`src/logic/spi_bridge_pkg.sv`:
```
package spi_bridge_pkg;

    // Bus widths seen by the bridge and the memory
    localparam int ADDR_WIDTH = 20;
    localparam int DATA_WIDTH = 8;

    // Opcode in bits 7..6 of the command byte
    typedef enum logic [1:0] {
        OP_WRITE_AT  = 2'd0,  // Cmd, addr hi, addr lo, data
        OP_READ_AT   = 2'd1,  // Cmd, addr hi, addr lo
        OP_READ_NEXT = 2'd2,  // Cmd only, last address + 1
        OP_RESERVED  = 2'd3   // Rest of frame ignored
    } spi_op_e;

endpackage

```
`src/logic/bridge_ifs.sv`:
```
`timescale 1ns/1ps

// Byte stream between the pin front end and the command decoder
interface spi_byte_if;
    logic                                  frame_start;   // CS fell
    logic                                  frame_end;     // CS rose
    logic                                  frame_active;  // CS low
    logic                                  rx_valid;
    logic [spi_bridge_pkg::DATA_WIDTH-1:0] rx_byte;
    logic                                  tx_load;       // Next byte out is tx_byte
    logic [spi_bridge_pkg::DATA_WIDTH-1:0] tx_byte;

    modport producer (
        output frame_start, frame_end, frame_active, rx_valid, rx_byte,
        input  tx_load, tx_byte
    );

    modport consumer (
        input  frame_start, frame_end, frame_active, rx_valid, rx_byte,
        output tx_load, tx_byte
    );
endinterface

// One bus request at a time, fields held until done
interface bus_req_if;
    logic                                  req;    // Single-cycle pulse
    logic [spi_bridge_pkg::ADDR_WIDTH-1:0] addr;
    logic [spi_bridge_pkg::DATA_WIDTH-1:0] wdata;
    logic                                  we;
    logic                                  done;   // Single-cycle pulse
    logic [spi_bridge_pkg::DATA_WIDTH-1:0] rdata;  // Valid with done

    modport requester (
        output req, addr, wdata, we,
        input  done, rdata
    );

    modport responder (
        input  req, addr, wdata, we,
        output done, rdata
    );
endinterface

```
`src/logic/spi_cmd_engine.sv`:
```
`timescale 1ns/1ps

module spi_cmd_engine (
    input  logic         clock,
    input  logic         rst_i,
    spi_byte_if.consumer bytes,
    bus_req_if.requester bus,
    output logic         stall_o
);
    typedef enum logic [2:0] {
        S_IDLE,
        S_CMD,
        S_ADDR_HI,
        S_ADDR_LO,
        S_DATA,
        S_WAIT,      // Bus cycle pending
        S_DONE       // Ignore bytes until CS rises
    } state_e;

    state_e                                state_q;
    spi_bridge_pkg::spi_op_e               op;
    logic                                  byte_in;
    logic [spi_bridge_pkg::ADDR_WIDTH-1:0] addr_q;       // Last bus address
    logic [3:0]                            addr_top_q;   // Bits 19..16 from command byte
    logic [7:0]                            addr_mid_q;   // Bits 15..8
    logic [spi_bridge_pkg::DATA_WIDTH-1:0] wdata_q;
    logic                                  we_q;
    logic                                  req_q;
    logic                                  stall_q;

    assign op      = spi_bridge_pkg::spi_op_e'(bytes.rx_byte[7:6]);
    assign byte_in = bytes.rx_valid & bytes.frame_active;

    always_ff @(posedge clock) begin
        if (rst_i) begin
            state_q <= S_IDLE;
            addr_q  <= '0;
            we_q    <= 1'b0;
            req_q   <= 1'b0;
            stall_q <= 1'b0;
        end else begin
            req_q <= 1'b0;
            if (bytes.frame_end) begin
                state_q <= S_IDLE;   // Abandons any pending cycle
                stall_q <= 1'b0;
            end else if (bytes.frame_start) begin
                state_q <= S_CMD;
                stall_q <= 1'b0;
            end else begin
                case (state_q)
                    S_CMD: begin
                        if (byte_in) begin
                            case (op)
                                spi_bridge_pkg::OP_WRITE_AT: begin
                                    we_q    <= 1'b1;
                                    state_q <= S_ADDR_HI;
                                end
                                spi_bridge_pkg::OP_READ_AT: begin
                                    we_q    <= 1'b0;
                                    state_q <= S_ADDR_HI;
                                end
                                spi_bridge_pkg::OP_READ_NEXT: begin
                                    addr_q  <= addr_q + 1'b1;   // Wraps at 2^20
                                    we_q    <= 1'b0;
                                    req_q   <= 1'b1;
                                    stall_q <= 1'b1;
                                    state_q <= S_WAIT;
                                end
                                default: begin
                                    state_q <= S_DONE;
                                end
                            endcase
                        end
                    end
                    S_ADDR_HI: begin
                        if (byte_in) begin
                            state_q <= S_ADDR_LO;
                        end
                    end
                    S_ADDR_LO: begin
                        if (byte_in) begin
                            addr_q <= {addr_top_q, addr_mid_q, bytes.rx_byte};
                            if (we_q) begin
                                state_q <= S_DATA;
                            end else begin
                                req_q   <= 1'b1;
                                stall_q <= 1'b1;
                                state_q <= S_WAIT;
                            end
                        end
                    end
                    S_DATA: begin
                        if (byte_in) begin
                            req_q   <= 1'b1;
                            stall_q <= 1'b1;
                            state_q <= S_WAIT;
                        end
                    end
                    S_WAIT: begin
                        // Bytes clocked here are dropped
                        if (bus.done) begin
                            stall_q <= 1'b0;
                            state_q <= S_DONE;
                        end
                    end
                    default: begin
                    end
                endcase
            end
        end
    end

    always_ff @(posedge clock) begin
        if (byte_in) begin
            case (state_q)
                S_CMD:     addr_top_q <= bytes.rx_byte[3:0];
                S_ADDR_HI: addr_mid_q <= bytes.rx_byte;
                S_DATA:    wdata_q    <= bytes.rx_byte;
                default: begin
                end
            endcase
        end
    end

    assign bus.req   = req_q;
    assign bus.addr  = addr_q;
    assign bus.wdata = wdata_q;
    assign bus.we    = we_q;

    // Read data goes out on the host's dummy byte
    assign bytes.tx_load = (state_q == S_WAIT) & bus.done & ~we_q;
    assign bytes.tx_byte = bus.rdata;
    assign stall_o       = stall_q;
endmodule

```
`src/flat_wrapper.sv`:
```
// flat-port wrapper written by rule: the top's interface ports become plain ports
module spi_cmd_engine_flat 
  (clock, rst_i, stall_o, bytes_frame_start, bytes_frame_end, bytes_frame_active, bytes_rx_valid, bytes_rx_byte, bytes_tx_load, bytes_tx_byte, bus_req, bus_addr, bus_wdata, bus_we, bus_done, bus_rdata);
  spi_byte_if bytes_i ();
  bus_req_if bus_i ();
  input  logic clock;
  input  logic rst_i;
  output logic stall_o;
  input wire logic [$bits(bytes_i.frame_start)-1:0] bytes_frame_start;
  input wire logic [$bits(bytes_i.frame_end)-1:0] bytes_frame_end;
  input wire logic [$bits(bytes_i.frame_active)-1:0] bytes_frame_active;
  input wire logic [$bits(bytes_i.rx_valid)-1:0] bytes_rx_valid;
  input wire logic [$bits(bytes_i.rx_byte)-1:0] bytes_rx_byte;
  output wire logic [$bits(bytes_i.tx_load)-1:0] bytes_tx_load;
  output wire logic [$bits(bytes_i.tx_byte)-1:0] bytes_tx_byte;
  output wire logic [$bits(bus_i.req)-1:0] bus_req;
  output wire logic [$bits(bus_i.addr)-1:0] bus_addr;
  output wire logic [$bits(bus_i.wdata)-1:0] bus_wdata;
  output wire logic [$bits(bus_i.we)-1:0] bus_we;
  input wire logic [$bits(bus_i.done)-1:0] bus_done;
  input wire logic [$bits(bus_i.rdata)-1:0] bus_rdata;
  assign bytes_i.frame_start = bytes_frame_start;
  assign bytes_i.frame_end = bytes_frame_end;
  assign bytes_i.frame_active = bytes_frame_active;
  assign bytes_i.rx_valid = bytes_rx_valid;
  assign bytes_i.rx_byte = bytes_rx_byte;
  assign bytes_tx_load = bytes_i.tx_load;
  assign bytes_tx_byte = bytes_i.tx_byte;
  assign bus_req = bus_i.req;
  assign bus_addr = bus_i.addr;
  assign bus_wdata = bus_i.wdata;
  assign bus_we = bus_i.we;
  assign bus_i.done = bus_done;
  assign bus_i.rdata = bus_rdata;
  spi_cmd_engine u_core (.clock(clock), .rst_i(rst_i), .bytes(bytes_i), .bus(bus_i), .stall_o(stall_o));
endmodule
```
`config.mk`:
```
export PLATFORM = sky130hd
export DESIGN_NAME = spi_cmd_engine_flat
export DESIGN_NICKNAME = d
export VERILOG_FILES = /design/src/logic/spi_bridge_pkg.sv /design/src/logic/bridge_ifs.sv /design/src/logic/spi_cmd_engine.sv /design/src/flat_wrapper.sv
export SDC_FILE = /design/constraint.sdc
export NUM_CORES = 1
export LEC_CHECK = 0
export ABC_AREA = 0
export BUFFER_PORTS_ARGS = -buffer_cell sky130_fd_sc_hd__buf_2
export CELL_PAD_IN_SITES_DETAIL_PLACEMENT = 1
export CELL_PAD_IN_SITES_GLOBAL_PLACEMENT = 1
export CORE_ASPECT_RATIO = 1.4
export CORE_MARGIN = 1.5
export CORE_UTILIZATION = 36
export CTS_CLUSTER_DIAMETER = 60
export CTS_CLUSTER_SIZE = 24
export DETAILED_ROUTE_END_ITERATION = 8
export GPL_TIMING_DRIVEN = 0
export PLACE_DENSITY = 0.81
export SYNTH_ARGS = -nofsm -noshare
export SYNTH_HDL_FRONTEND = slang
export SYNTH_SLANG_ARGS = --single-unit
```
`constraint.sdc`:
```
create_clock -name clock -period 1.91 [get_ports clock]
set_input_delay 0.0955 -clock clock [delete_from_list [all_inputs] [get_ports clock]]
set_output_delay 0.0955 -clock clock [all_outputs]
set_load 0.05 [all_outputs]
```
**After elaboration in Yosys (flattened, before gate mapping)**

Index checks and enable logic that the tools add are counted.

- Flip-flop bits (word level): 46
- Bits of input ports: 23
- Output and inout port bits: 40

- Bitwise gates (word level): 6
- Reductions and logical operators: 18
- Equal/unequal tests: 19
- Mux-type cells: 27
- Add/subtract/negate cells: 1

Operators with widths:

| operator | count |
|---|---|
| two-way mux 20 bit | 3 |
| case mux 20 bit (2 select lines) | 1 |
| adder 20 x 1 -> 20 bit, second input constant | 1 |
| AND reduction 6 bit | 3 |
| two-way mux 3 bit | 5 |
| case mux 3 bit (5 select lines) | 1 |
| two-way mux 1 bit | 13 |
| inequality test 3 x 2 -> 1 bit, second input constant | 4 |
| inequality test 2 x 1 -> 1 bit, second input constant | 4 |
| AND reduction 7 bit | 1 |
| equality test 3 x 2 -> 1 bit, second input constant | 2 |
| equality test 3 bit, second input constant | 2 |
| inequality test 2 bit, second input constant | 3 |
| case mux 3 bit (2 select lines) | 1 |
| AND reduction 2 bit | 3 |
| nonzero test 6 bit | 1 |
| OR reduction 2 bit | 3 |
| AND reduction 5 bit | 1 |
| nonzero test 5 bit | 1 |
| case mux 1 bit (4 select lines) | 1 |
| nonzero test 2 bit | 2 |
| nonzero test 4 bit | 1 |
| AND 1 bit | 3 |
| equality test 3 x 1 -> 1 bit, second input constant | 1 |
| other kinds (8) | 10 |

**Longest topological paths before layout**

Gate-level depths: netlist of the first run.

- Word-level depth: 6
- Mapped depth: 7
- Depth with buffers taken out: 6

**Least setup slack after synthesis of the first run**

Ideal clock, no wire load.

- Kind: flip-flop to flip-flop
- Start point: register u_core.addr_q (netlist bit u_core.bus.addr[0])
- End point: register u_core.addr_q (netlist bit u_core.bus.addr[12])
- Path slack: -0.380 ns
- Setup time: 0.074 ns
- Stages on the path, launching flop included: 6
- Arrival: 2.216 ns
- Buffers on the path: 0
- Period minus slack after synthesis: 2.290 ns
- Required time: 1.836 ns
- Cell sequence: dfxtp_1 -> ha_1 -> nand3_2 -> or4_4 -> or4_1 -> a31oi_1

- Longest elaborated chain between the ends: 4

RTL lines:

| item | line | RTL |
|---|---|---|
| start: declaration | spi_cmd_engine.sv:23 | `logic [spi_bridge_pkg::ADDR_WIDTH-1:0] addr_q;` |
| start signal: assignment | spi_cmd_engine.sv:63 | `addr_q <= addr_q + 1'b1;` |
| start signal: assignment | spi_cmd_engine.sv:82 | `addr_q <= {addr_top_q, addr_mid_q, bytes.rx_byte};` |
| adder 20 x 1 -> 20 bit | spi_cmd_engine.sv:63 |  |
| two-way mux 20 bit | spi_cmd_engine.sv:53 | `case (op)` |
| two-way mux 20 bit | spi_cmd_engine.sv:52 | `if (byte_in) begin` |
| case mux 20 bit (2 select lines) | spi_cmd_engine.sv:50 | `case (state_q)` |

No other way between the ends. The select of a mux whose other input is x is not followed.
A chain may end at the register's enable or synchronous reset.

**Final worst setup path of the first run**

- Start point: register u_core.state_q[0]
- End point: register u_core.addr_q (netlist bit u_core.bus.addr[16])

- Longest elaborated chain between the ends: 3
- Elaborated cells on any way between the ends: 8
- Those cells by class: eq/ne: 5; mux: 1; reduce/logical: 2

RTL lines:

| item | line | RTL |
|---|---|---|
| start: declaration | spi_cmd_engine.sv:20 | `state_e state_q;` |
| start signal: assignment | spi_cmd_engine.sv:36 | `state_q <= S_IDLE;` |
| start signal: assignment | spi_cmd_engine.sv:44 | `state_q <= S_IDLE;` |
| start signal: assignment | spi_cmd_engine.sv:47 | `state_q <= S_CMD;` |
| equality test 3 x 1 -> 1 bit or equality test 3 x 2 -> 1 bit (tied branches) | spi_cmd_engine.sv:50 |  |
| inequality test 2 x 1 -> 1 bit (no line), or another cell as far along | -- |  |
| AND reduction 6 bit (no line) | -- |  |

Several ways; a longest one is shown, not always the timed one.

==> results of run 1 <==
==> metrics by stage <==
stage | hold WS, ns | power (mW) | worst slack [ns] | cells | utilization [%]
after global placement | 0.314 | 1.29 | -0.391 | 417 | 42.9
after floorplan | 0.194 | 1.23 | 0.0119 | 269 | -
after detailed placement | 0.314 | 1.30 | -0.492 | 417 | 42.9
final | 0.00165 | 1.96 | 0.0333 | 432 | 45.8
after CTS | 0.00182 | 1.96 | 0.0274 | 426 | 44.9
after global routing | 0.00187 | 2.01 | -0.0416 | 432 | 45.8
==> registers in the layout (all words and copies together) (netlist names) <==
signal and flops:
u_core.bus.addr 20, u_core.addr_mid_q 8, u_core.bus.wdata 8, u_core.addr_top_q 4
u_core.state_q 3, u_core.bus.req 1, u_core.bus.we 1, u_core.stall_o 1
==> layout make-up <==
class	count	area, µm²	share of cell area [%]
Inverter	5	18.8	0.591
Clock inverter	3	28.8	0.906
Sequential cell	46	1150	36.2
Timing Repair Buffer	60	320	10.1
Tap cell	95	119	3.74
Multi-Input combinational cell	195	1300	40.9
Buffer	23	173	5.44
Clock buffer	5	68.8	2.17
==> routing by layer <==
layer / up-vias / share of wire, % / track usage (%)
met2: 72 / 55 / 40.4
met1: 1203 / 39 / 24.5
met4: 0 / 2.1 / 6.55
met3: 14 / 3.8 / 2.74
li1: 1150 / - / -
met5: - / 0 / 0
==> cells in the mapped netlist (6+ instances only) <==
cell	number
sky130_fd_sc_hd__clkbuf_1	8
sky130_fd_sc_hd__dfxtp_1	26
sky130_fd_sc_hd__buf_4	10
sky130_fd_sc_hd__mux2i_1	8
sky130_fd_sc_hd__nor2_1	23
sky130_fd_sc_hd__a31oi_1	8
sky130_fd_sc_hd__nand2_1	12
sky130_fd_sc_hd__nor4_1	7
sky130_fd_sc_hd__nor3_1	12
sky130_fd_sc_hd__nand4_1	6
sky130_fd_sc_hd__a21oi_1	14
sky130_fd_sc_hd__or3_1	6
sky130_fd_sc_hd__edfxtp_1	20
sky130_fd_sc_hd__o21ai_0	19
sky130_fd_sc_hd__nand3_1	13
sky130_fd_sc_hd__and2_1	13
==> cells in the final DEF, fill, tap and decap left out, types with 11 or more instances in the layout <==
cell and n:
sky130_fd_sc_hd__buf_2 55, sky130_fd_sc_hd__nor2_1 22, sky130_fd_sc_hd__edfxtp_1 20, sky130_fd_sc_hd__o21ai_0 19
sky130_fd_sc_hd__buf_4 15, sky130_fd_sc_hd__a21oi_1 14, sky130_fd_sc_hd__nand3_1 13, sky130_fd_sc_hd__and2_1 13
sky130_fd_sc_hd__dfxtp_2 13, sky130_fd_sc_hd__nand2_1 12, sky130_fd_sc_hd__nor3_1 11
==> power by group through the flow <==
| stage | Combinational, mW | Sequential [mW] | Clock, mW |
|---|---|---|---|
| after detailed placement | 0.220 | 1.08 | 0 |
| after global routing | 0.247 | 1.06 | 0.705 |
| after global placement | 0.214 | 1.08 | 0 |
| after CTS | 0.225 | 1.06 | 0.678 |
| after floorplan | 0.111 | 1.12 | 0 |
| final | 0.230 | 1.06 | 0.673 |
==> worst max-delay path, cell delays in order (launching register included) <==
cell	delay, ns
sky130_fd_sc_hd__dfxtp_2	0.33
sky130_fd_sc_hd__buf_6	0.12
sky130_fd_sc_hd__nand4b_4	0.10
sky130_fd_sc_hd__or4_4	0.58
sky130_fd_sc_hd__or4b_1	0.53
sky130_fd_sc_hd__a31oi_1	0.14
==> final timing paths <==
path / startpoint / endpoint / slack (ns) / cells past startpoint
setup reg to reg: u_core.state_q[0]$_SDFFE_PP0P_ / u_core.bus.addr[16]$_SDFFE_PP0P_ / 0.03 / 5
hold reg to reg: u_core.stall_o$_SDFFE_PP0P_ / u_core.stall_o$_SDFFE_PP0P_ / 0.47 / 2
setup / recovery: u_core.state_q[0]$_SDFFE_PP0P_ / u_core.bus.addr[16]$_SDFFE_PP0P_ / 0.03 / 5
hold / removal: bytes_rx_byte[4] / u_core.bus.wdata[4]$_DFFE_PP_ / 0.002 / 1
==> logic make-up after synthesis <==
| family | after synthesis |
|---|---|
| buffers and inverters | 28 |
| flip-flops | 46 |
| AND/OR/NAND/NOR | 123 |
| adder cells (fa/ha/maj) | 5 |
| AO/OA/AOI/OAI | 58 |
| multiplexers | 9 |
==> repair_timing <==
action	CTS	global route
gates resized for setup	6	10
pin swaps	0	6
buffers inserted	0	6
endpoints found under the setup margin	26	15
hold buffers	1	0
hold endpoints to repair	2	0
==> impl_metrics.sql, run 1 <==
INSERT INTO impl_metrics (metric_group, metric, value, unit) VALUES
('run_status', 'outcome', 'finished, final reports clean', ''),
('yosys', 'synth_top_family_by_area', 'simple AND/OR/NAND/NOR gates', ''),
('global_route', 'global_route_wire_length_before_repair', '12500', 'µm'),
('placed_design', 'dpl.hpwl', '5970', 'µm'),
('floorplanning', 'die_w', '74.2', 'µm'),
('pwr', 'switching_share', '29.2', '%'),
('yosys', 'post-synth-top-area-cell', 'sky130_fd_sc_hd__edfxtp_1', ''),
('yosys', 'multiplexer_share_of_the_synthesized_area', '3.57', '%'),
('yosys', 'synth_async_sr_flop_share', '0', '%'),
('yosys', 'yosys_warning_count', '0', ''),
('yosys', 'synth_top_flop_cell', 'sky130_fd_sc_hd__dfxtp_1', ''),
('timing', 'period_minus_slack', '1.88', 'ns'),
('routing', 'initialDrtViolationCount', '193', ''),
('yosys', 'synthesis.nets', '297', ''),
('placed_design', 'port_buffers', '53', ''),
('clock_network', 'cts_htree_levels', '2', ''),
('floorplanning', 'initial_core_util', '36.8', '%'),
('pwr', 'share_comb_of_total_power', '11.7', '%'),
('pwr', 'p_int', '1.39', 'mW'),
('floorplanning', 'fp-row-count', '36', ''),
('floorplanning', 'fp.dieH', '103', 'µm'),
('worst_setup_path', 'crit_arrival', '2.12', 'ns'),
('worst_setup_path', 'setup.worst_path.class', 'flop to flop', ''),
('placed_design', 'dpl_cell_area', '2980', 'µm²'),
('pwr', 'p_clk_share', '34.4', '%'),
('flow_run', 'maxCapViolCount', '0', ''),
('yosys', 'yosys_register_bits', '46', ''),
('yosys', 'syn-mean-instance-area', '9.50', 'µm²'),
('timing', 'headroom_to_the_max_slew_limit', '59.9', '%'),
('pwr', 'static-leakage-power', '1.12', 'nW'),
('timing', 'finalMaxSlewViolations', '0', ''),
('finish', 'antennaDiodeCount', '0', ''),
('finish', 'design.final.nets', '364', ''),
('yosys', 'postSynthCellCount', '269', ''),
('clock_network', 'clock_transition_at_the_register_clock_pins_on_the_worst_setup_and_hold_paths_after_cts', '0.10', 'ns'),
('worst_setup_path', 'path_max_fanout', '8', ''),
('global_route', 'first_global_vias', '2382', ''),
('clock_network', 'cts-root-buf', 'sky130_fd_sc_hd__clkbuf_8', ''),
('pwr', 'p_seq_share', '53.9', '%'),
('routing', 'routed-via-count', '2439', ''),
('yosys', 'synthDominantCellAreaShare', '23.5', '%'),
('timing', 'finalHoldViolations', '0', ''),
('timing', 'final.setup.tns', '0', 'ns'),
('floorplanning', 'design.portCount', '63', ''),
('worst_setup_path', 'worstSetupEndpointType', 'flop', ''),
('clock_network', 'numClockSinks', '46', ''),
('worst_setup_path', 'timing.critical_path.required', '2.15', 'ns'),
('global_route', 'grt_util_all_layers', '21.4', '%'),
('finish', 'syn_to_final_growth', '24.3', '%'),
('pwr', 'power.ir.vdd_worst', '0.000623', 'V'),
('pwr', 'p_switching', '0.572', 'mW'),
('routing', 'drt_first_pass_iters', '4', ''),
('routing', 'routedWlPerCell', '18.3', 'µm'),
('yosys', 'yosysUniqueCellTypes', '54', ''),
('global_route', 'antenna_found_initial', '0', ''),
('finish', 'drive_above_1_share', '35.3', '%'),
('yosys', 'synth_compound_gate_area_share', '14.3', '%'),
('placed_design', 'gp_congestion', '0.916', ''),
('routing', 'drt_wl_total', '7900', 'µm'),
('global_route', 'grt_remaining_overflow', '0', ''),
('timing', 'timing.final.setup_violations', '0', ''),
('yosys', 'arithmetic_cell_share_of_the_synthesized_area_counting_full_adders_half_adders_and_majority_gates', '2.45', '%'),
('pwr', 'power-per-cell-area', '617', 'nW/µm²'),
('yosys', 'synth.yosys.seq_area_share', '43.9', '%'),
('routing', 'route.antenna.remaining_nets', '0', ''),
('clock_network', 'cts_bufs_inserted', '5', ''),
('floorplanning', 'area_of_the_placeable_core', '6940', 'µm²'),
('worst_setup_path', 'type_of_element_launching_the_critical_path', 'flop', ''),
('routing', 'drc', '0', ''),
('min_path', 'hold_crit_class', 'primary input to flop', ''),
('clock_network', 'clock_insertion_delay_worst_skew', '0.31', 'ns');
No activity file was read; power rests on OpenSTA's default activity.
==> run 2, diff against run 1 <==
--- a/config.mk
+++ b/config.mk
@@ -9,7 +9,7 @@
 export BUFFER_PORTS_ARGS = -buffer_cell sky130_fd_sc_hd__buf_2
 export CELL_PAD_IN_SITES_DETAIL_PLACEMENT = 1
 export CELL_PAD_IN_SITES_GLOBAL_PLACEMENT = 1
-export CORE_ASPECT_RATIO = 1.4
+export CORE_ASPECT_RATIO = 0.75
 export CORE_MARGIN = 1.5
 export CORE_UTILIZATION = 36
 export CTS_CLUSTER_DIAMETER = 60
==> impl_metrics.sql, run 2 (synthesis results as in run 1) <==
INSERT INTO impl_metrics (metric_group, metric, value, unit) VALUES
('finish', 'antennaDiodeCount', '0', ''),
('global_route', 'global_route_wire_length_before_repair', '12800', 'µm'),
('global_route', 'grt_start_max_net_pins', '16', ''),
('clock_network', 'cts_tree', 'built', ''),
('timing', 'finalMaxSlewViolations', '0', ''),
('floorplanning', 'floorplan.die_area', '7620', 'µm²'),
('routing', 'drc', '0', ''),
('timing', 'timing.final.ws_setup', '0.0125', 'ns'),
('clock_network', 'clock_insertion_delay_worst_skew', '0.32', 'ns'),
('clock_network', 'clock_transition_at_the_register_clock_pins_on_the_worst_setup_and_hold_paths_after_cts', '0.10', 'ns'),
('worst_setup_path', 'launch_instance_of_the_worst_register_to_register_path', 'u_core.bus.addr[0]$_SDFFE_PP0P_', ''),
('floorplanning', 'fp-row-count', '26', ''),
('clock_network', 'cts_htree_levels', '2', ''),
('min_path', 'hp-start', 'bytes_rx_byte[5]', ''),
('timing', 'timing.fmax', '527', 'MHz'),
('routing', 'route.antenna.remaining_nets', '0', ''),
('worst_setup_path', 'cp_slowest_stage_delay', '0.55', 'ns'),
('placed_design', 'dpl_cell_area', '2960', 'µm²'),
('timing', 'headroom_to_the_max_slew_limit', '55.6', '%'),
('placed_design', 'dpl.hpwl', '5780', 'µm'),
('floorplanning', 'die_w', '100', 'µm'),
('worst_setup_path', 'worstSetupEndpointType', 'flop', ''),
('global_route', 'grt_remaining_overflow', '0', ''),
('pwr', 'p_seq_share', '51.0', '%'),
('worst_setup_path', 'type_of_element_launching_the_critical_path', 'flop', ''),
('clock_network', 'clockBufferDepth', '2', ''),
('worst_setup_path', 'cp.buffers_inverters', '0', ''),
('floorplanning', 'initial_core_util', '37.4', '%'),
('finish', 'highest_count_cells_in_the_layout_ignoring_fill_and_taps', 'sky130_fd_sc_hd__buf_2, sky130_fd_sc_hd__nor2_1, sky130_fd_sc_hd__edfxtp_1', ''),
('worst_setup_path', 'timing.critical_path.required', '2.15', 'ns'),
('finish', 'final_area', '3230', 'µm²'),
('floorplanning', 'area_of_the_placeable_core', '6830', 'µm²'),
('worst_setup_path', 'worst_path_most_repeated_cell', 'sky130_fd_sc_hd__or4_4', ''),
('global_route', 'antenna_found_initial', '0', ''),
('worst_setup_path', 'crit_arrival', '2.13', 'ns'),
('timing', 'skew', '0.0144', 'ns'),
('timing', 'period_minus_slack', '1.90', 'ns'),
('worst_setup_path', 'cp_slowest_cell', 'sky130_fd_sc_hd__or4_4', ''),
('floorplanning', 'fp.dieH', '76.0', 'µm'),
('timing', 'min_period_over_period', '99.3', '%'),
('clock_network', 'cts-root-buf', 'sky130_fd_sc_hd__clkbuf_8', ''),
('finish', 'layout.cells.most_common', 'sky130_fd_sc_hd__buf_2', ''),
('timing', 'timing.final.setup_violations', '0', ''),
('floorplanning', 'design.portCount', '63', ''),
('routing', 'vias_per_cell', '5.80', ''),
('finish', 'largest_register_ffs', '20', ''),
('routing', 'initialDrtViolationCount', '113', ''),
('clock_network', 'numClockSinks', '46', ''),
('finish', 'syn_to_final_growth', '26.2', '%'),
('clock_network', 'cts_bufs_inserted', '5', ''),
('routing', 'drt_wl_total', '8330', 'µm'),
('min_path', 'hold_crit_class', 'primary input to flop', ''),
('pwr', 'switching_share', '27.3', '%'),
('worst_setup_path', 'worst_path_dominant_cell_family', 'simple AND/OR/NAND/NOR gates', ''),
('worst_setup_path', 'path_max_fanout', '7', ''),
('routing', 'drt_first_pass_iters', '4', ''),
('global_route', 'first_global_vias', '2425', ''),
('placed_design', 'placement.setup.worst_slack', '-0.350', 'ns'),
('pwr', 'p_switching', '0.566', 'mW'),
('flow_run', 'maxCapViolCount', '0', ''),
('pwr', 'static-leakage-power', '1.16', 'nW'),
('global_route', 'grt_util_all_layers', '21.8', '%'),
('timing', 'worstMarginPinSlew', '0.663', 'ns'),
('routing', 'routed-via-count', '2458', ''),
('worst_setup_path', 'worstPathCellList', 'ha_4 > nand3_4 > or4_4 > or4_4 > a31oi_4', ''),
('finish', 'drive_above_1_share', '36.8', '%'),
('run_status', 'outcome', 'finished, final reports clean', ''),
('pwr', 'p_int', '1.51', 'mW'),
('worst_setup_path', 'setup.worst_path.class', 'flop to flop', ''),
('finish', 'design.final.nets', '367', ''),
('pwr', 'p_clk_share', '37.6', '%'),
('timing', 'finalHoldViolations', '0', ''),
('placed_design', 'gp_congestion', '0.910', ''),
('pwr', 'design_power_total', '2.07', 'mW'),
('pwr', 'share_comb_of_total_power', '11.4', '%'),
('routing', 'routedWlPerCell', '19.7', 'µm'),
('placed_design', 'port_buffers', '53', ''),
('pwr', 'power.ir.vdd_worst', '0.000404', 'V'),
('pwr', 'power-per-cell-area', '643', 'nW/µm²'),
('worst_setup_path', 'timing.critical_path.from', 'u_core.bus.addr[0]$_SDFFE_PP0P_', '');
==> run 2: per-layer routing <==
layer	global-route usage, %	routed length (µm)	vias to the layer above
li1	-	-	1149
met2	33.5	3850	74
met3	5.17	420	11
met5	0	0	-
met4	4.65	103	0
met1	31.2	3960	1224
==> run 2: power groups by stage <==
stage / Clock [mW] / Sequential [mW] / Combinational (mW)
after floorplan: 0 / 1.12 / 0.111
after global placement: 0 / 1.08 / 0.213
after detailed placement: 0 / 1.08 / 0.220
after CTS: 0.788 / 1.06 / 0.224
after global routing: 0.821 / 1.06 / 0.251
final: 0.780 / 1.06 / 0.236
==> run 2: timing repair <==
action / 4_1_cts / 5_1_grt
setup endpoints to repair: 26 / 25
buffers inserted: 2 / 7
pin swaps: 1 / 1
hold buffers: 1 / 0
resized for setup: 3 / 20
endpoints found under the hold margin: 2 / 0
==> run 2: cell type report <==
class                           instances  area [µm²]
Multi-Input combinational cell        195        1330
Clock buffer                            5        68.8
Clock inverter                          3        43.8
Sequential cell                        46        1150
Tap cell                               84         105
Buffer                                 23         175
Inverter                                5        18.8
Timing Repair Buffer                   63         343
Fill cell                             789        3610
==> run 2: through the flow <==
step | TNS (ns) | hold WS, ns | std cells | util (%)
floorplan | 0 | 0.194 | 269 | -
global placement | -5.23 | 0.311 | 406 | 43.4
detailed placement | -6.39 | 0.316 | 406 | 43.4
CTS | 0 | 0.00858 | 417 | 45.7
global route | -0.0184 | 0.00840 | 424 | 47.2
finish | 0 | 0.00250 | 424 | 47.2
==> run 2: final timing paths <==
check	to	slack [ns]	cells after the start
max	u_core.bus.addr[12]$_SDFFE_PP0P_	0.01	5
min	u_core.bus.wdata[5]$_DFFE_PP_	0.003	1
max reg2reg	u_core.bus.addr[12]$_SDFFE_PP0P_	0.01	5
min reg2reg	u_core.stall_o$_SDFFE_PP0P_	0.47	2
==> run 3, diff against run 2 <==
--- a/config.mk
+++ b/config.mk
@@ -7,16 +7,17 @@
 export LEC_CHECK = 0
 export ABC_AREA = 0
 export BUFFER_PORTS_ARGS = -buffer_cell sky130_fd_sc_hd__buf_2
+export CAP_MARGIN = 15
 export CELL_PAD_IN_SITES_DETAIL_PLACEMENT = 1
 export CELL_PAD_IN_SITES_GLOBAL_PLACEMENT = 1
 export CORE_ASPECT_RATIO = 0.75
 export CORE_MARGIN = 1.5
-export CORE_UTILIZATION = 36
+export CORE_UTILIZATION = 40
 export CTS_CLUSTER_DIAMETER = 60
 export CTS_CLUSTER_SIZE = 24
 export DETAILED_ROUTE_END_ITERATION = 8
 export GPL_TIMING_DRIVEN = 0
-export PLACE_DENSITY = 0.81
+export PLACE_DENSITY = 0.85
 export SYNTH_ARGS = -nofsm -noshare
 export SYNTH_HDL_FRONTEND = slang
 export SYNTH_SLANG_ARGS = --single-unit
==> constraint.sdc (replaced) <==
create_clock -name clock -period 1.9 [get_ports clock]
set_input_delay 0.095 -clock clock [delete_from_list [all_inputs] [get_ports clock]]
set_output_delay 0.095 -clock clock [all_outputs]
set_load 0.05 [all_outputs]
==> impl_metrics.sql, run 3 (synthesis results as in run 1) <==
INSERT INTO impl_metrics (metric_group, metric, value, unit) VALUES
('timing', 'finalMaxSlewViolations', '0', ''),
('clock_network', 'clock_insertion_delay_worst_skew', '0.31', 'ns'),
('worst_setup_path', 'crit_arrival', '2.12', 'ns'),
('finish', 'syn_to_final_growth', '25.9', '%'),
('worst_setup_path', 'type_of_element_launching_the_critical_path', 'flop', ''),
('floorplanning', 'area_of_the_placeable_core', '5980', 'µm²'),
('pwr', 'p_int', '1.51', 'mW'),
('min_path', 'hold_crit_class', 'primary input to flop', ''),
('routing', 'drt_first_pass_iters', '5', ''),
('worst_setup_path', 'setup.worst_path.class', 'flop to flop', ''),
('timing', 'timing.final.setup_violations', '0', ''),
('routing', 'route.antenna.remaining_nets', '0', ''),
('worst_setup_path', 'path_max_fanout', '7', ''),
('worst_setup_path', 'launch_instance_of_the_worst_register_to_register_path', 'u_core.state_q[0]$_SDFFE_PP0P_', ''),
('pwr', 'design_power_total', '2.05', 'mW'),
('flow_run', 'maxCapViolCount', '0', ''),
('routing', 'drc', '0', ''),
('clock_network', 'cts_tree', 'built', ''),
('routing', 'routedWlPerCell', '20.2', 'µm'),
('min_path', 'worst_hold_path_depth', '1', ''),
('timing', 'period_minus_slack', '1.90', 'ns'),
('timing', 'worstMarginPinSlew', '0.648', 'ns'),
('worst_setup_path', 'r2r.worst_path.cells', '5', ''),
('pwr', 'share_comb_of_total_power', '11.4', '%'),
('placed_design', 'gp_congestion', '0.877', ''),
('floorplanning', 'die_w', '95.3', 'µm'),
('finish', 'drive_above_1_share', '35.9', '%'),
('pwr', 'p_seq_share', '51.9', '%'),
('finish', 'antennaDiodeCount', '0', ''),
('run_status', 'outcome', 'finished, final reports clean', ''),
('timing', 'finalHoldViolations', '0', ''),
('placed_design', 'dpl.hpwl', '5960', 'µm'),
('floorplanning', 'design.portCount', '63', ''),
('finish', 'final_cell_count_without_fillers', '421', ''),
('pwr', 'p_switching', '0.538', 'mW'),
('pwr', 'p_clk_share', '36.7', '%'),
('timing', 'final.setup.tns', '0', 'ns'),
('finish', 'largest_register_ffs', '20', ''),
('pwr', 'power-per-cell-area', '638', 'nW/µm²'),
('clock_network', 'cts-root-buf', 'sky130_fd_sc_hd__clkbuf_8', ''),
('worst_setup_path', 'rr_endpoint', 'u_core.bus.addr[12]$_SDFFE_PP0P_', ''),
('placed_design', 'port_buffers', '53', ''),
('placed_design', 'placement.setup.worst_slack', '-0.437', 'ns'),
('min_path', 'hp-start', 'bytes_rx_byte[3]', ''),
('clock_network', 'clock_transition_at_the_register_clock_pins_on_the_worst_setup_and_hold_paths_after_cts', '0.09', 'ns'),
('pwr', 'static-leakage-power', '1.16', 'nW'),
('clock_network', 'cts_bufs_inserted', '5', ''),
('finish', 'fin_util', '53.8', '%'),
('global_route', 'global_route_wire_length_before_repair', '12900', 'µm'),
('routing', 'routed-via-count', '2540', ''),
('global_route', 'grt_remaining_overflow', '0', ''),
('routing', 'drt_wl_total', '8490', 'µm'),
('global_route', 'grt_util_all_layers', '25.0', '%'),
('timing', 'timing.final.ws_setup', '0.00336', 'ns'),
('timing', 'timing.fmax', '527', 'MHz'),
('global_route', 'antenna_found_initial', '0', ''),
('pwr', 'power.ir.vdd_worst', '0.000422', 'V'),
('global_route', 'grt_start_max_net_pins', '15', ''),
('routing', 'initialDrtViolationCount', '209', ''),
('floorplanning', 'initial_core_util', '42.8', '%'),
('worst_setup_path', 'worstSetupEndpointType', 'flop', ''),
('placed_design', 'dpl.cell_count', '400', ''),
('routing', 'vias_per_cell', '6.03', ''),
('min_path', 'hold_path_end', 'u_core.addr_mid_q[3]$_DFFE_PP_', ''),
('clock_network', 'numClockSinks', '46', ''),
('timing', 'headroom_to_the_max_slew_limit', '56.7', '%'),
('clock_network', 'cts_htree_levels', '2', ''),
('pwr', 'switching_share', '26.2', '%'),
('floorplanning', 'fp.dieH', '72.2', 'µm'),
('timing', 'min_period_over_period', '99.8', '%'),
('timing', 'grt_setup_unrepaired', 'yes', ''),
('worst_setup_path', 'reg2reg_setup_slack', '0.003', 'ns'),
('timing', 'skew', '0.00568', 'ns'),
('finish', 'highest_count_cells_in_the_layout_ignoring_fill_and_taps', 'sky130_fd_sc_hd__buf_2, sky130_fd_sc_hd__nor2_1, sky130_fd_sc_hd__buf_4, sky130_fd_sc_hd__edfxtp_1, sky130_fd_sc_hd__o21ai_0', ''),
('floorplanning', 'fp-row-count', '24', ''),
('floorplanning', 'floorplan.die_area', '6880', 'µm²'),
('global_route', 'first_global_vias', '2415', ''),
('clock_network', 'clockBufferDepth', '2', ''),
('finish', 'layout.cells.most_common', 'sky130_fd_sc_hd__buf_2', ''),
('finish', 'design.final.nets', '370', ''),
('worst_setup_path', 'timing.critical_path.required', '2.12', 'ns');
## run 3: final cells by class
class	count	area, µm²
Multi-Input combinational cell	195	1300
Tap cell	78	97.6
Fill cell	699	2760
Inverter	5	18.8
Clock buffer	6	72.6
Clock inverter	2	37.5
Timing Repair Buffer	66	368
Sequential cell	46	1150
Buffer	23	174
## run 3: worst max-delay path: stages (launching register included)
cell and delay [ns]:
sky130_fd_sc_hd__dfxtp_2 0.34, sky130_fd_sc_hd__buf_6 0.12, sky130_fd_sc_hd__nand4b_4 0.10, sky130_fd_sc_hd__or4_4 0.57
sky130_fd_sc_hd__or4_1 0.51, sky130_fd_sc_hd__a31oi_1 0.17
## run 3: worst max path at each step
stage / start / endpoint / slack (ns) / cells after the start
2_1_floorplan: u_core.bus.addr[0]$_SDFFE_PP0P_ / u_core.bus.addr[12]$_SDFFE_PP0P_ / 0.002 / 5
3_3_place_gp: bytes_rx_byte[6] / u_core.bus.addr[10]$_SDFFE_PP0P_ / -0.31 / 8
3_5_place_dp: u_core.state_q[1]$_SDFFE_PP0P_ / u_core.addr_mid_q[0]$_DFFE_PP_ / -0.44 / 3
4_1_cts: u_core.state_q[2]$_SDFFE_PP0P_ / u_core.bus.addr[17]$_SDFFE_PP0P_ / 0.006 / 5
5_1_grt: u_core.state_q[0]$_SDFFE_PP0P_ / u_core.bus.addr[12]$_SDFFE_PP0P_ / -0.03 / 5
6_report: u_core.state_q[0]$_SDFFE_PP0P_ / u_core.bus.addr[12]$_SDFFE_PP0P_ / 0.003 / 5
## run 3: per-stage QoR
step / hold slack [ns] / instance area [µm²]
after detailed placement: 0.306 / 2950
after floorplan: 0.194 / 2590
after CTS: 0.0189 / 3130
after global placement: 0.308 / 2950
final: 0.0164 / 3220
after global routing: 0.0148 / 3220
## run 3: what timing repair did
item / in CTS / in global routing
setup buffers: 2 / 9
endpoints found under the hold margin: 4 / 0
hold buffers: 2 / 0
setup endpoints to repair: 26 / 23
resized for setup: 6 / 11
pin swaps: 0 / 6
## run 3: per-layer routing
metal  global-route usage, %  share of wire, %
met4                    5.80              0.97
met5                       0                 0
met2                    38.0                47
met1                    36.4                46
met3                    5.03               5.9
## run 3: power by group through the flow
stage          clock (mW)  combinational [mW]  sequential [mW]
3_5_place_dp            0               0.220             1.09
3_3_place_gp            0               0.214             1.08
4_1_cts             0.765               0.227             1.06
2_1_floorplan           0               0.111             1.12
5_1_grt             0.797               0.250             1.07
6_report            0.753               0.235             1.07
